<file path="config.mk">
export PLATFORM = sky130hd
export DESIGN_NAME = controlPath
export DESIGN_NICKNAME = d
export VERILOG_FILES = /design/src/hdl/ctrlPkg.sv /design/src/hdl/aluDecoder.sv /design/src/hdl/condUnit.sv /design/src/hdl/controlPath.sv /design/src/hdl/controller.sv /design/src/hdl/hazardUnit.sv /design/src/hdl/instrDecoder.sv
export SDC_FILE = /design/constraint.sdc
export NUM_CORES = 1
export LEC_CHECK = 0
export ABC_CLOCK_PERIOD_IN_PS = 2830
export BUFFER_PORTS_ARGS = -buffer_cell sky130_fd_sc_hd__buf_2
export CAP_MARGIN = 0
export CORE_AREA = 4 4 70 72
export DETAILED_ROUTE_END_ITERATION = 10
export DIE_AREA = 0 0 74 76
export GPL_ROUTABILITY_DRIVEN = 0
export MAX_ROUTING_LAYER = met4
export PLACE_DENSITY = 0.78
export SLEW_MARGIN = 30
export SYNTH_ARGS = -nofsm -noshare
export SYNTH_HDL_FRONTEND = slang
export SYNTH_HIERARCHICAL = 1
export SYNTH_SLANG_ARGS = --single-unit
</file>
<file path="constraint.sdc">
create_clock -name clk -period 2.83 [get_ports clk]
set_clock_uncertainty 0.2 [all_clocks]
set_input_delay 0.1415 -clock clk [delete_from_list [all_inputs] [get_ports clk]]
set_output_delay 0.1415 -clock clk [all_outputs]
set_load 0.03 [all_outputs]
</file>
<file path="src/hdl/ctrlPkg.sv">
package ctrlPkg;

  localparam int InstrWidth   = 32;
  localparam int FlagWidth    = 4;  // NZCV
  localparam int RegAddrWidth = 4;

  // Decoded instruction class
  typedef enum logic [2:0] {
    clsDataImm,
    clsDataReg,
    clsMultiply,
    clsLoad,
    clsStore,
    clsBranch,
    clsUndefined
  } instrClass;

  // Operation handed to the datapath ALU
  typedef enum logic [3:0] {
    opAdd,
    opSub,
    opRsb,
    opAnd,
    opOrr,
    opEor,
    opBic,
    opMov,
    opMvn,
    opCmp  // Subtract for flags only
  } aluOp;

  // Condition field, instr[31:28]
  typedef enum logic [3:0] {
    condEq, condNe, condCs, condCc,
    condMi, condPl, condVs, condVc,
    condHi, condLs, condGe, condLt,
    condGt, condLe, condAl, condNv
  } condCode;

endpackage

</file>
<file path="src/hdl/aluDecoder.sv">
`timescale 1ns/100ps
module aluDecoder (
  input  logic          aluOpFlag,
  input  logic [3:0]    opcode,
  input  logic          setFlags,
  output ctrlPkg::aluOp aluOperation,
  output logic [1:0]    flagWrite,
  output logic          noRegWrite
);
  import ctrlPkg::*;

  logic logicalOp;
  logic updateFlags;

  always_comb begin
    if (!aluOpFlag) begin
      aluOperation = opAdd;  // Address and target arithmetic
    end else begin
      case (opcode)
        4'b0000, 4'b1000: aluOperation = opAnd;  // AND, TST
        4'b0001, 4'b1001: aluOperation = opEor;  // EOR, TEQ
        4'b0010, 4'b0110: aluOperation = opSub;  // SUB, SBC
        4'b0011, 4'b0111: aluOperation = opRsb;  // RSB, RSC
        4'b1010:          aluOperation = opCmp;
        4'b1100:          aluOperation = opOrr;
        4'b1101:          aluOperation = opMov;
        4'b1110:          aluOperation = opBic;
        4'b1111:          aluOperation = opMvn;
        default:          aluOperation = opAdd;  // ADD, ADC, CMN
      endcase
    end
  end

  // TST, TEQ, CMP and CMN only touch flags
  assign noRegWrite = aluOpFlag & (opcode[3:2] == 2'b10);

  assign logicalOp = aluOperation inside {opAnd, opOrr, opEor, opBic, opMov, opMvn};
  assign updateFlags = aluOpFlag & (setFlags | noRegWrite);

  // Bit 1 covers NZ, bit 0 covers CV
  assign flagWrite[1] = updateFlags;
  assign flagWrite[0] = updateFlags & ~logicalOp;  // Logic ops keep C and V

endmodule

</file>
<file path="src/hdl/condUnit.sv">
`timescale 1ns/100ps
module condUnit (
  input  logic                          clk,
  input  logic                          rst,
  input  logic                          enable,
  input  ctrlPkg::condCode              cond,
  input  logic [ctrlPkg::FlagWidth-1:0] aluFlags,
  input  logic [1:0]                    flagWrite,
  output logic                          condEx,
  output logic [ctrlPkg::FlagWidth-1:0] savedFlags
);
  import ctrlPkg::*;

  logic neg, zero, carry, overflow;
  logic geFlag;

  assign {neg, zero, carry, overflow} = savedFlags;
  assign geFlag = (neg == overflow);  // Signed greater or equal

  always_comb begin
    case (cond)
      condEq:  condEx = zero;
      condNe:  condEx = ~zero;
      condCs:  condEx = carry;
      condCc:  condEx = ~carry;
      condMi:  condEx = neg;
      condPl:  condEx = ~neg;
      condVs:  condEx = overflow;
      condVc:  condEx = ~overflow;
      condHi:  condEx = carry & ~zero;
      condLs:  condEx = ~carry | zero;
      condGe:  condEx = geFlag;
      condLt:  condEx = ~geFlag;
      condGt:  condEx = ~zero & geFlag;
      condLe:  condEx = zero | ~geFlag;
      condAl:  condEx = 1'b1;
      default: condEx = 1'b0;  // NV never executes
    endcase
  end

  // NZ and CV load separately
  always_ff @(posedge clk) begin
    if (rst) begin
      savedFlags <= '0;
    end else if (condEx && enable) begin
      if (flagWrite[1]) begin
        savedFlags[3:2] <= aluFlags[3:2];
      end
      if (flagWrite[0]) begin
        savedFlags[1:0] <= aluFlags[1:0];
      end
    end
  end

endmodule

</file>
<file path="src/hdl/controlPath.sv">
`timescale 1ns/100ps
module controlPath (
  input  logic                          clk,
  input  logic                          rst,
  input  logic [ctrlPkg::InstrWidth-1:0] instr,
  input  logic [ctrlPkg::FlagWidth-1:0] flags,
  output logic [1:0]                    regSrc,
  output logic [1:0]                    immSrc,
  output logic                          aluSrc,
  output ctrlPkg::aluOp                 aluOperation,
  output logic                          memWrite,
  output logic                          memToReg,
  output logic                          regWrite,
  output logic                          pcSrc,
  output logic                          branchTaken,
  output logic                          stallFetch,
  output logic                          stallDecode,
  output logic                          flushDecode,
  output logic                          flushExecute
);
  import ctrlPkg::*;

  logic aluSrcD, memToRegD, regWriteD, memWriteD;
  logic branchD, aluOpFlagD, multSelectD, pcWriteD;
  logic [RegAddrWidth-1:0] srcA, srcB, destD, destE;
  logic memToRegE, pcPendingE, pcPendingM;

  instrDecoder i_instrDecoder (
    .instr(instr),
    .regSrc(regSrc),
    .immSrc(immSrc),
    .aluSrc(aluSrcD),
    .memToReg(memToRegD),
    .regWrite(regWriteD),
    .memWrite(memWriteD),
    .branch(branchD),
    .aluOpFlag(aluOpFlagD),
    .multSelect(multSelectD),
    .pcWrite(pcWriteD),
    .srcA(srcA),
    .srcB(srcB),
    .dest(destD)
  );

  // Execute never stalls
  controller i_controller (
    .clk(clk),
    .rst(rst),
    .aluSrcD(aluSrcD),
    .memToRegD(memToRegD),
    .regWriteD(regWriteD),
    .memWriteD(memWriteD),
    .branchD(branchD),
    .aluOpFlagD(aluOpFlagD),
    .multSelectD(multSelectD),
    .pcWriteD(pcWriteD),
    .destD(destD),
    .instr(instr),
    .flags(flags),
    .stallExecute(1'b0),
    .flushExecute(flushExecute),
    .aluSrc(aluSrc),
    .aluOperation(aluOperation),
    .branchTaken(branchTaken),
    .memWrite(memWrite),
    .memToReg(memToReg),
    .regWrite(regWrite),
    .pcSrc(pcSrc),
    .memToRegE(memToRegE),
    .destE(destE),
    .pcPendingE(pcPendingE),
    .pcPendingM(pcPendingM)
  );

  hazardUnit i_hazardUnit (
    .srcA(srcA),
    .srcB(srcB),
    .destE(destE),
    .memToRegE(memToRegE),
    .pcWrite(pcWriteD),
    .pcPendingE(pcPendingE),
    .pcPendingM(pcPendingM),
    .branchTaken(branchTaken),
    .stallFetch(stallFetch),
    .stallDecode(stallDecode),
    .flushDecode(flushDecode),
    .flushExecute(flushExecute)
  );

endmodule

</file>
<file path="src/hdl/controller.sv">
`timescale 1ns/100ps
module controller (
  input  logic                             clk,
  input  logic                             rst,
  input  logic                             aluSrcD,
  input  logic                             memToRegD,
  input  logic                             regWriteD,
  input  logic                             memWriteD,
  input  logic                             branchD,
  input  logic                             aluOpFlagD,
  input  logic                             multSelectD,
  input  logic                             pcWriteD,
  input  logic [ctrlPkg::RegAddrWidth-1:0] destD,
  input  logic [ctrlPkg::InstrWidth-1:0]   instr,
  input  logic [ctrlPkg::FlagWidth-1:0]    flags,
  input  logic                             stallExecute,
  input  logic                             flushExecute,
  output logic                             aluSrc,
  output ctrlPkg::aluOp                    aluOperation,
  output logic                             branchTaken,
  output logic                             memWrite,
  output logic                             memToReg,
  output logic                             regWrite,
  output logic                             pcSrc,
  output logic                             memToRegE,
  output logic [ctrlPkg::RegAddrWidth-1:0] destE,
  output logic                             pcPendingE,
  output logic                             pcPendingM
);
  import ctrlPkg::*;

  logic       regWriteE, memWriteE, branchE, aluOpFlagE, multSelectE, pcWriteE;
  condCode    condE;
  logic [3:0] opcodeE;
  logic       setFlagsE;
  logic [1:0] aluFlagWrite, flagWriteE;
  logic       noRegWrite, condEx;
  logic       regWriteGatedE, memWriteGatedE, pcSrcGatedE;
  logic       memToRegM, regWriteM, pcSrcM;

  // Decode to execute, flush wins over stall
  always_ff @(posedge clk) begin
    if (rst || flushExecute) begin
      {aluSrc, memToRegE, regWriteE, memWriteE} <= '0;
      {branchE, aluOpFlagE, multSelectE, pcWriteE} <= '0;
    end else if (!stallExecute) begin
      {aluSrc, memToRegE, regWriteE, memWriteE} <= {aluSrcD, memToRegD, regWriteD, memWriteD};
      {branchE, aluOpFlagE, multSelectE, pcWriteE} <= {branchD, aluOpFlagD, multSelectD, pcWriteD};
    end
  end

  always_ff @(posedge clk) begin
    if (!stallExecute) begin
      destE     <= destD;
      condE     <= condCode'(instr[31:28]);
      opcodeE   <= instr[24:21];
      setFlagsE <= instr[20];  // S bit
    end
  end

  aluDecoder i_aluDecoder (
    .aluOpFlag(aluOpFlagE),
    .opcode(opcodeE),
    .setFlags(setFlagsE),
    .aluOperation(aluOperation),
    .flagWrite(aluFlagWrite),
    .noRegWrite(noRegWrite)
  );

  // MULS only sets N and Z
  assign flagWriteE = multSelectE ? {setFlagsE, 1'b0} : aluFlagWrite;

  condUnit i_condUnit (
    .clk(clk),
    .rst(rst),
    .enable(~stallExecute),
    .cond(condE),
    .aluFlags(flags),
    .flagWrite(flagWriteE),
    .condEx(condEx),
    .savedFlags()
  );

  assign branchTaken    = branchE & condEx;
  assign regWriteGatedE = regWriteE & condEx & ~noRegWrite;
  assign memWriteGatedE = memWriteE & condEx;
  assign pcSrcGatedE    = pcWriteE & condEx & ~noRegWrite;
  assign pcPendingE     = pcWriteE;  // Before the condition check

  always_ff @(posedge clk) begin
    if (rst) begin
      {memWrite, memToRegM, regWriteM, pcSrcM} <= '0;
      {memToReg, regWrite, pcSrc} <= '0;
    end else begin
      {memWrite, memToRegM, regWriteM, pcSrcM} <=
        {memWriteGatedE, memToRegE, regWriteGatedE, pcSrcGatedE};
      {memToReg, regWrite, pcSrc} <= {memToRegM, regWriteM, pcSrcM};  // Writeback
    end
  end

  assign pcPendingM = pcSrcM;

endmodule

</file>
<file path="src/hdl/hazardUnit.sv">
`timescale 1ns/100ps
module hazardUnit (
  input  logic [ctrlPkg::RegAddrWidth-1:0] srcA,
  input  logic [ctrlPkg::RegAddrWidth-1:0] srcB,
  input  logic [ctrlPkg::RegAddrWidth-1:0] destE,
  input  logic                             memToRegE,
  input  logic                             pcWrite,
  input  logic                             pcPendingE,
  input  logic                             pcPendingM,
  input  logic                             branchTaken,
  output logic                             stallFetch,
  output logic                             stallDecode,
  output logic                             flushDecode,
  output logic                             flushExecute
);

  logic loadUse;
  logic pcPending;

  // Load in E whose result decode wants to read
  assign loadUse = memToRegE & ((srcA == destE) | (srcB == destE));

  // PC write anywhere between decode and memory
  assign pcPending = pcWrite | pcPendingE | pcPendingM;

  // Execute and memory never stall, only decode holds
  assign stallDecode  = loadUse;
  assign stallFetch   = loadUse | pcPending;
  assign flushExecute = loadUse | branchTaken;  // Bubble into E
  assign flushDecode  = branchTaken | pcPending;

endmodule

</file>
<file path="src/hdl/instrDecoder.sv">
`timescale 1ns/100ps
module instrDecoder (
  input  logic [ctrlPkg::InstrWidth-1:0]   instr,
  output logic [1:0]                       regSrc,
  output logic [1:0]                       immSrc,
  output logic                             aluSrc,
  output logic                             memToReg,
  output logic                             regWrite,
  output logic                             memWrite,
  output logic                             branch,
  output logic                             aluOpFlag,
  output logic                             multSelect,
  output logic                             pcWrite,
  output logic [ctrlPkg::RegAddrWidth-1:0] srcA,
  output logic [ctrlPkg::RegAddrWidth-1:0] srcB,
  output logic [ctrlPkg::RegAddrWidth-1:0] dest
);
  import ctrlPkg::*;

  instrClass  cls;
  logic [10:0] controls;

  always_comb begin
    case (instr[27:25])
      3'b000: begin
        // MUL/MLA carry 1001 in bits 7:4
        if (instr[7:4] == 4'b1001 && instr[24:22] == 3'b000) begin
          cls = clsMultiply;
        end else begin
          cls = clsDataReg;
        end
      end
      3'b001:         cls = clsDataImm;
      3'b010, 3'b011: cls = instr[20] ? clsLoad : clsStore;
      3'b101:         cls = clsBranch;
      default:        cls = clsUndefined;
    endcase
  end

  // regSrc immSrc aluSrc memToReg regWrite memWrite branch aluOpFlag multSelect
  always_comb begin
    case (cls)
      clsDataImm:  controls = 11'b00_00_1_0_1_0_0_1_0;
      clsDataReg:  controls = 11'b00_00_0_0_1_0_0_1_0;
      clsMultiply: controls = 11'b00_00_0_0_1_0_0_0_1;
      clsLoad:     controls = 11'b00_01_1_1_1_0_0_0_0;
      clsStore:    controls = 11'b10_01_1_0_0_1_0_0_0;
      clsBranch:   controls = 11'b01_10_1_0_0_0_1_0_0;
      default:     controls = '0;  // Nothing gets written
    endcase
  end

  assign {regSrc, immSrc, aluSrc, memToReg, regWrite,
          memWrite, branch, aluOpFlag, multSelect} = controls;

  always_comb begin
    srcA = instr[19:16];
    srcB = instr[3:0];
    dest = instr[15:12];
    case (cls)
      clsMultiply: begin
        srcA = instr[3:0];
        srcB = instr[11:8];
        dest = instr[19:16];
      end
      clsDataImm: srcB = instr[19:16];       // Only one register read
      clsLoad:    if (!instr[25]) srcB = instr[19:16];
      clsStore:   srcB = instr[15:12];       // Rd holds the store data
      clsBranch: begin
        srcA = {RegAddrWidth{1'b1}};  // PC
        srcB = {RegAddrWidth{1'b1}};
      end
      default: ;
    endcase
  end

  assign pcWrite = branch | (regWrite & (dest == {RegAddrWidth{1'b1}}));

endmodule

</file>
Yosys cells after proc, flatten, opt, wreduce, memory -nomap -nowiden
Memories as Yosys holds them, arrays and structs flattened. A register that Yosys moved wholly into a read port is not among the register bits.
Cells that the tools add are included.
- muxes and demuxes: 11
- bitwise gates (word level): 30
- equal/unequal tests: 35
- reduce and logical (&&, ||, !) cells: 10
- operator list (cell ; number):
    one-hot mux 11 bit (6 select lines) ; 1
    equality test 4 bit, second input constant ; 10
    equality test 4 x 3 -> 1 bit, second input constant ; 8
    one-hot mux 4 bit (5 select lines) ; 1
    one-hot mux 1 bit (15 select lines) ; 1
    bitwise AND 1 bit ; 13
    equality test 3 x 2 -> 1 bit, second input constant ; 4
    equality test 4 x 2 -> 1 bit, second input constant ; 3
    two-way mux 4 bit ; 3
    one-hot mux 3 bit (4 select lines) ; 1
    bitwise OR 1 bit ; 10
    equality test 3 bit, second input constant ; 3
    zero test 3 bit ; 3
    equality test 4 bit ; 2
    one-hot mux 4 bit (2 select lines) ; 1
    NOT 1 bit ; 7
    equality test 3 x 1 -> 1 bit, second input constant ; 2
    nonzero test 6 bit ; 1
    equality test 4 x 1 -> 1 bit, second input constant ; 1
    zero test 4 bit ; 1
    two-way mux 2 bit ; 2
    AND reduction 2 bit ; 2
    two-way mux 3 bit ; 1
    equality test 2 bit, second input constant ; 1
    other kinds (4) ; 4
- register bits after elaboration: 32
- memories kept: 1
- bits in read-only memories: 64
- input bits: 38
- output and inout port bits: 18
- logic and storage cells: 108
- memories (name ; depth ; width ; read ports ; clocked after Yosys merged registers in ; write ports ; RTL line ; RTL):
    (no name shown) ; 16 ; 4 ; 1 ; 1 ; 0 ; aluDecoder.sv:19 ; case (opcode)

Longest topological paths before layout
- word-level depth: 12
- depth in mapped cells: 14
- depth with buffers taken out: 11

By module
Netlist, hierarchy kept.
- by module, submodules not included (module ; area an instance (um^2) ; times used ; cells an instance):
    controller ; 940.9 ; 1 ; 58
    instrDecoder ; 510.5 ; 1 ; 81
    condUnit ; 412.9 ; 1 ; 48
    aluDecoder ; 252.7 ; 1 ; 35
    hazardUnit ; 112.6 ; 1 ; 16
    controlPath ; 3.8 ; 1 ; 1

Worst setup path before layout
Ideal clock, no wire load.
- kind: input to register
- from: input instr[27] in the netlist's numbering
- to: register i_controller.aluSrc
- path buffers: 2
- required time: 2.567 ns
- arrival time: 2.520 ns
- setup slack: 0.047 ns
- library setup time: 0.063 ns
- stages on the path: 12
- path through: buf_4 > nor2b_1 > nor2b_1 > a211oi_1 > o21ai_0 > xor2_1 > nor4_1 > o21ai_1 > nand2b_1 > or2_1 > buf_6 > nor2_2
- longest elaborated chain between the ends: 10
- elaborated cells between the ends (all ways): 22
- classes of those cells: eq/ne: 11; mux: 4; bitwise: 3; reduce/logical: 4
- ends and longest elaborated chain (item ; RTL line ; RTL):
    start, declared ; controlPath.sv:5 ; input logic [ctrlPkg::InstrWidth-1:0] instr,
    equality test 3 x 2 -> 1 bit ; instrDecoder.sv:24 ; case (instr[27:25])
    OR reduction 2 bit ; instrDecoder.sv:24 ;
    one-hot mux 3 bit (4 select lines) * ; instrDecoder.sv:24 ;
    equality test 3 bit (tied with other cells) ; instrDecoder.sv:60 ; case (cls)
    one-hot mux 4 bit (5 select lines) * ; instrDecoder.sv:60 ;
    net srcB[2] ; controlPath.sv:25 ; logic [RegAddrWidth-1:0] srcA, srcB, destD, destE;
    equality test 4 bit * ; hazardUnit.sv:21 ; assign loadUse = memToRegE & ((srcA == destE) | (srcB == destE));
    bitwise OR 1 bit * ; hazardUnit.sv:21 ;
    bitwise AND 1 bit * ; hazardUnit.sv:21 ;
    bitwise OR 1 bit * ; hazardUnit.sv:29 ; assign flushExecute = loadUse | branchTaken;
    net flushExecute ; controlPath.sv:19 ; output logic flushExecute
    logical OR 1 bit * ; controller.sv:43 ; if (rst || flushExecute) begin
    end signal, assigned ; controller.sv:47 ; {aluSrc, memToRegE, regWriteE, memWriteE} <= {aluSrcD, memToRegD, regWriteD, memWriteD};
    end, declared ; controller.sv:18 ; output logic aluSrc,
The timed path passes the listed nets; every way through them passes the cells marked *.
A chain may end at the register's enable or synchronous reset.

Worst setup path after layout
- from: input instr[20] in the netlist's numbering
- to: output flushExecute
- longest elaborated chain between the ends: 8
- elaborated cells between the ends (all ways): 14
- classes of those cells: eq/ne: 6; mux: 4; bitwise: 3; reduce/logical: 1
- ends and longest elaborated chain (item ; RTL line ; RTL):
    two-way mux 3 bit * ; instrDecoder.sv:34 ; 3'b010, 3'b011: cls = instr[20] ? clsLoad : clsStore;
    one-hot mux 3 bit (4 select lines) * ; instrDecoder.sv:24 ;
    equality test 3 bit (tied with other cells) ; instrDecoder.sv:60 ;
    one-hot mux 4 bit (5 select lines) * ; instrDecoder.sv:60 ;
    net srcB[3] ; controlPath.sv:25 ;
    equality test 4 bit * ; hazardUnit.sv:21 ;
    bitwise OR 1 bit * ; hazardUnit.sv:21 ;
    bitwise AND 1 bit * ; hazardUnit.sv:21 ;
    bitwise OR 1 bit * ; hazardUnit.sv:29 ;
    end, declared ; controlPath.sv:19 ;
Marked as above.

==> metrics.md <==
| Metric | Value |
|---|---|
| Layout cell share with drive strength beyond 1 | `32.8%` |
| Std-Cell Rows | `24` |
| Final hold vios | `0` |
| HP Class | `in2reg` |
| GRT Overall Usage | `17.6%` |
| LEAKAGE | `1.24 nW` |
| TritonCTS Buffers | `5` |
| Crit start category | `input port` |
| Total negative slack | `0 ps` |
| Setup CP Type | `in2out` |
| Worst-path clk slew | `70 ps` |
| Max Slew Vio Count | `0` |
| CP top delay family | `buffers and inverters` |
| Critical-path maximum fanout | `8` |
| DRT Pass-1 Iters | `4` |
| Syn Nets | `281` |
| Core Region | `0.00429 mm2` |
| DRT antenna net count | `0` |
| WL/cell | `13.0 um` |
| GRT overflow | `0` |
| Vias in the first global route | `1820` |
| Final wirelength | `4680 um` |
| Area grow syn2layout | `24.4%` |
| Buf/Inv on CP | `3` |
| Die W | `74 um` |
| Post-CTS Repair Setup Buffers | `0` |
| Most frequent cells in the layout | `buf_2, mux2i_1, nand2_1` |
| Pin count of the biggest net entering global routing | `17` |
| CTS root buffer | `clkbuf_8` |
| First-pass GRT wire length | `7820 um` |
| Post-DP HPWL | `3540 um` |
| Fin Hold WS | `14.9 ps` |
| Main synth FF type | `dfxtp_1` |
| Port buffer count | `55` |
| Crit. End Element | `output pin` |
| Top-Level Pins | `56` |
| Via count | `1896` |
| Place WS | `145 ps` |
| Post-synth EDFFs | `13` |
| # clock sinks | `32` |
| Avg Inst Size Synth | `9.34 um2` |
| Async SR Flop Fraction | `0%` |
| Filler cells | `369` |
| Antenna Cells | `0` |
| Max Cap Viol | `0` |
| Via density | `5.27` |
| Worst Path Required | `2490 ps` |
| Crit path arrival time | `2280 ps` |
| CP max-delay cell | `dlygate4sd3_1` |
| CTS tree | `built` |
| Post-route cell area | `0.00278 mm2` |
| Most common cell after layout, fill and taps aside | `buf_2` |
| Non-Filler Instances | `360` |
| Syn Inst Count | `239` |
| Die height | `76 um` |
| Post-route setup slack | `212 ps` |
| Seq cells post-synth | `32` |
| Final worst-path cycle share | `92.5%` |
| Post-Syn Area | `0.00223 mm2` |
| Post-route DRC | `0` |
| Synth warn | `6` |
| Max incr delay on CP | `530 ps` |
| Placed instance area | `0.00253 mm2` |
| Initial antenna violation count | `0` |
| Min Tclk post-route | `2620 ps` |
| Register area share after synthesis | `34.5%` |
| Initial Utilization | `52.0%` |
| Initial DRC Count | `35` |
| Highest Clock Rate | `382 MHz` |
| Max Root-Sink Buffers | `2` |
| Clock Latency Late Sink | `280 ps` |
| PD cells | `419 mW/mm2` |
| Number of cells after detailed placement | `339` |
| # nets final | `349` |
| CTS HTree Levels | `2` |
| Outcome | `completed` |
| Worst path cell trace | `dlygate4sd3_1 -> clkbuf_4 -> nand2b_1 -> o22ai_1 -> a221oi_2 -> a21oi_1 -> xor2_1 -> nor4_1 -> o21ai_1 -> nand2b_1 -> clkbuf_4` |
| Die Area | `0.00562 mm2` |
| Yosys cell types | `57` |
| # setup viols final | `0` |
| Max IR drop VDD | `0.000289 V` |
[worst reg2reg max path: stages, from the launching register on]
cell and delay [ps]:
edfxtp_1 500, ha_1 250, and4bb_1 190, a41o_1 220, or3b_1 370, o21ai_1 130, nor2b_1 140, nand2_1 60
a31oi_1 260, mux2i_1 210
[routing by layer]
layer  vias to the layer above  GRT usage, %  share of wire [%]
met1                       866          20.8                 44
li1                        974             -                  -
met3                         2          3.69                5.4
met5                         -             -                  0
met2                        54          29.9                 50
met4                         0          4.71               0.32
[layout make-up]
class                           count  area (um2)  area share, %
Clock buffer                        6        93.8           3.38
Clock inverter                      2        11.3          0.405
Inverter                           11        41.3           1.49
Multi-Input combinational cell    183        1330           47.8
Sequential cell                    32         771           27.7
Tap cell                           52        65.1           2.34
Timing Repair Buffer               74         468           16.8
[timing repair]
action,in CTS,in global routing
hold buffers,13,0
endpoints found under the hold margin,13,0
setup endpoints to repair,0,9
resized for setup,0,5
[power breakdown]
| part | total, mW | leakage (nW) | internal [mW] | switching [mW] |
|---|---|---|---|---|
| Sequential | 0.525 | 0.281 | 0.503 | 0.0220 |
| Clock | 0.400 | 0.0566 | 0.225 | 0.175 |
| Combinational | 0.240 | 0.903 | 0.112 | 0.128 |
[cell usage after synthesis (4+ instances only)]
| cell | instances | area, um2 |
|---|---|---|
| nor2_2 | 8 | 50.1 |
| nand2_1 | 21 | 78.8 |
| nand2b_1 | 11 | 68.8 |
| buf_6 | 4 | 45.0 |
| nor2b_1 | 9 | 56.3 |
| inv_1 | 11 | 41.3 |
| buf_4 | 6 | 45.0 |
| mux2_2 | 4 | 45.0 |
| edfxtp_1 | 13 | 390 |
| o21ai_0 | 6 | 30.0 |
| a21oi_1 | 6 | 30.0 |
| ha_1 | 4 | 50.1 |
| nor2_1 | 11 | 41.3 |
| mux2i_1 | 22 | 220 |
| xor2_1 | 9 | 78.8 |
| and2b_2 | 6 | 52.6 |
| dfxtp_1 | 19 | 380 |
| nor3_1 | 5 | 25.0 |
[path summary, 6_finish.rpt]
kind | start | endpoint | slack [ps] | cells past startpoint
max | instr[20] | flushExecute | 210 | 11
min | instr[14] | i_controller/destE[2] | 10 | 2
max reg2reg | i_controller/opcodeE[0] | i_controller/i_condUnit/savedFlags[0] | 220 | 9
min reg2reg | i_controller/memToRegM | i_controller/memToReg | 250 | 1
[registers in the layout, indices dropped and copies added (netlist names), 4 cells and up]
| signal | cells |
|---|---|
| i_controller/condE | 4 |
| i_controller/destE | 4 |
| i_controller/i_condUnit/savedFlags | 4 |
| i_controller/opcodeE | 4 |
[per-stage QoR]
stage          power (mW)  utilization, %
6_report             1.17            64.7
5_1_grt              1.23            64.7
4_1_cts              1.17            64.3
3_5_place_dp        0.756            58.8
3_3_place_gp        0.752            58.8
2_1_floorplan       0.689               -
[cells by family (layout without fill, tap and decap cells)]
logic type | Yosys count | after routing | share of synthesized area, %
AO/OA/AOI/OAI | 40 | 40 | 12.3
XOR/XNOR | 11 | 11 | 4.31
adder cells (fa/ha/maj) | 4 | 4 | 2.24
buffers and inverters | 24 | 93 | 6.55
flip-flops | 32 | 32 | 34.5
multiplexers | 26 | 26 | 11.9
other | 1 | 1 | 0.168
AND/OR/NAND/NOR | 101 | 101 | 28.1
Note: power is estimated with default switching activity, not from simulation.
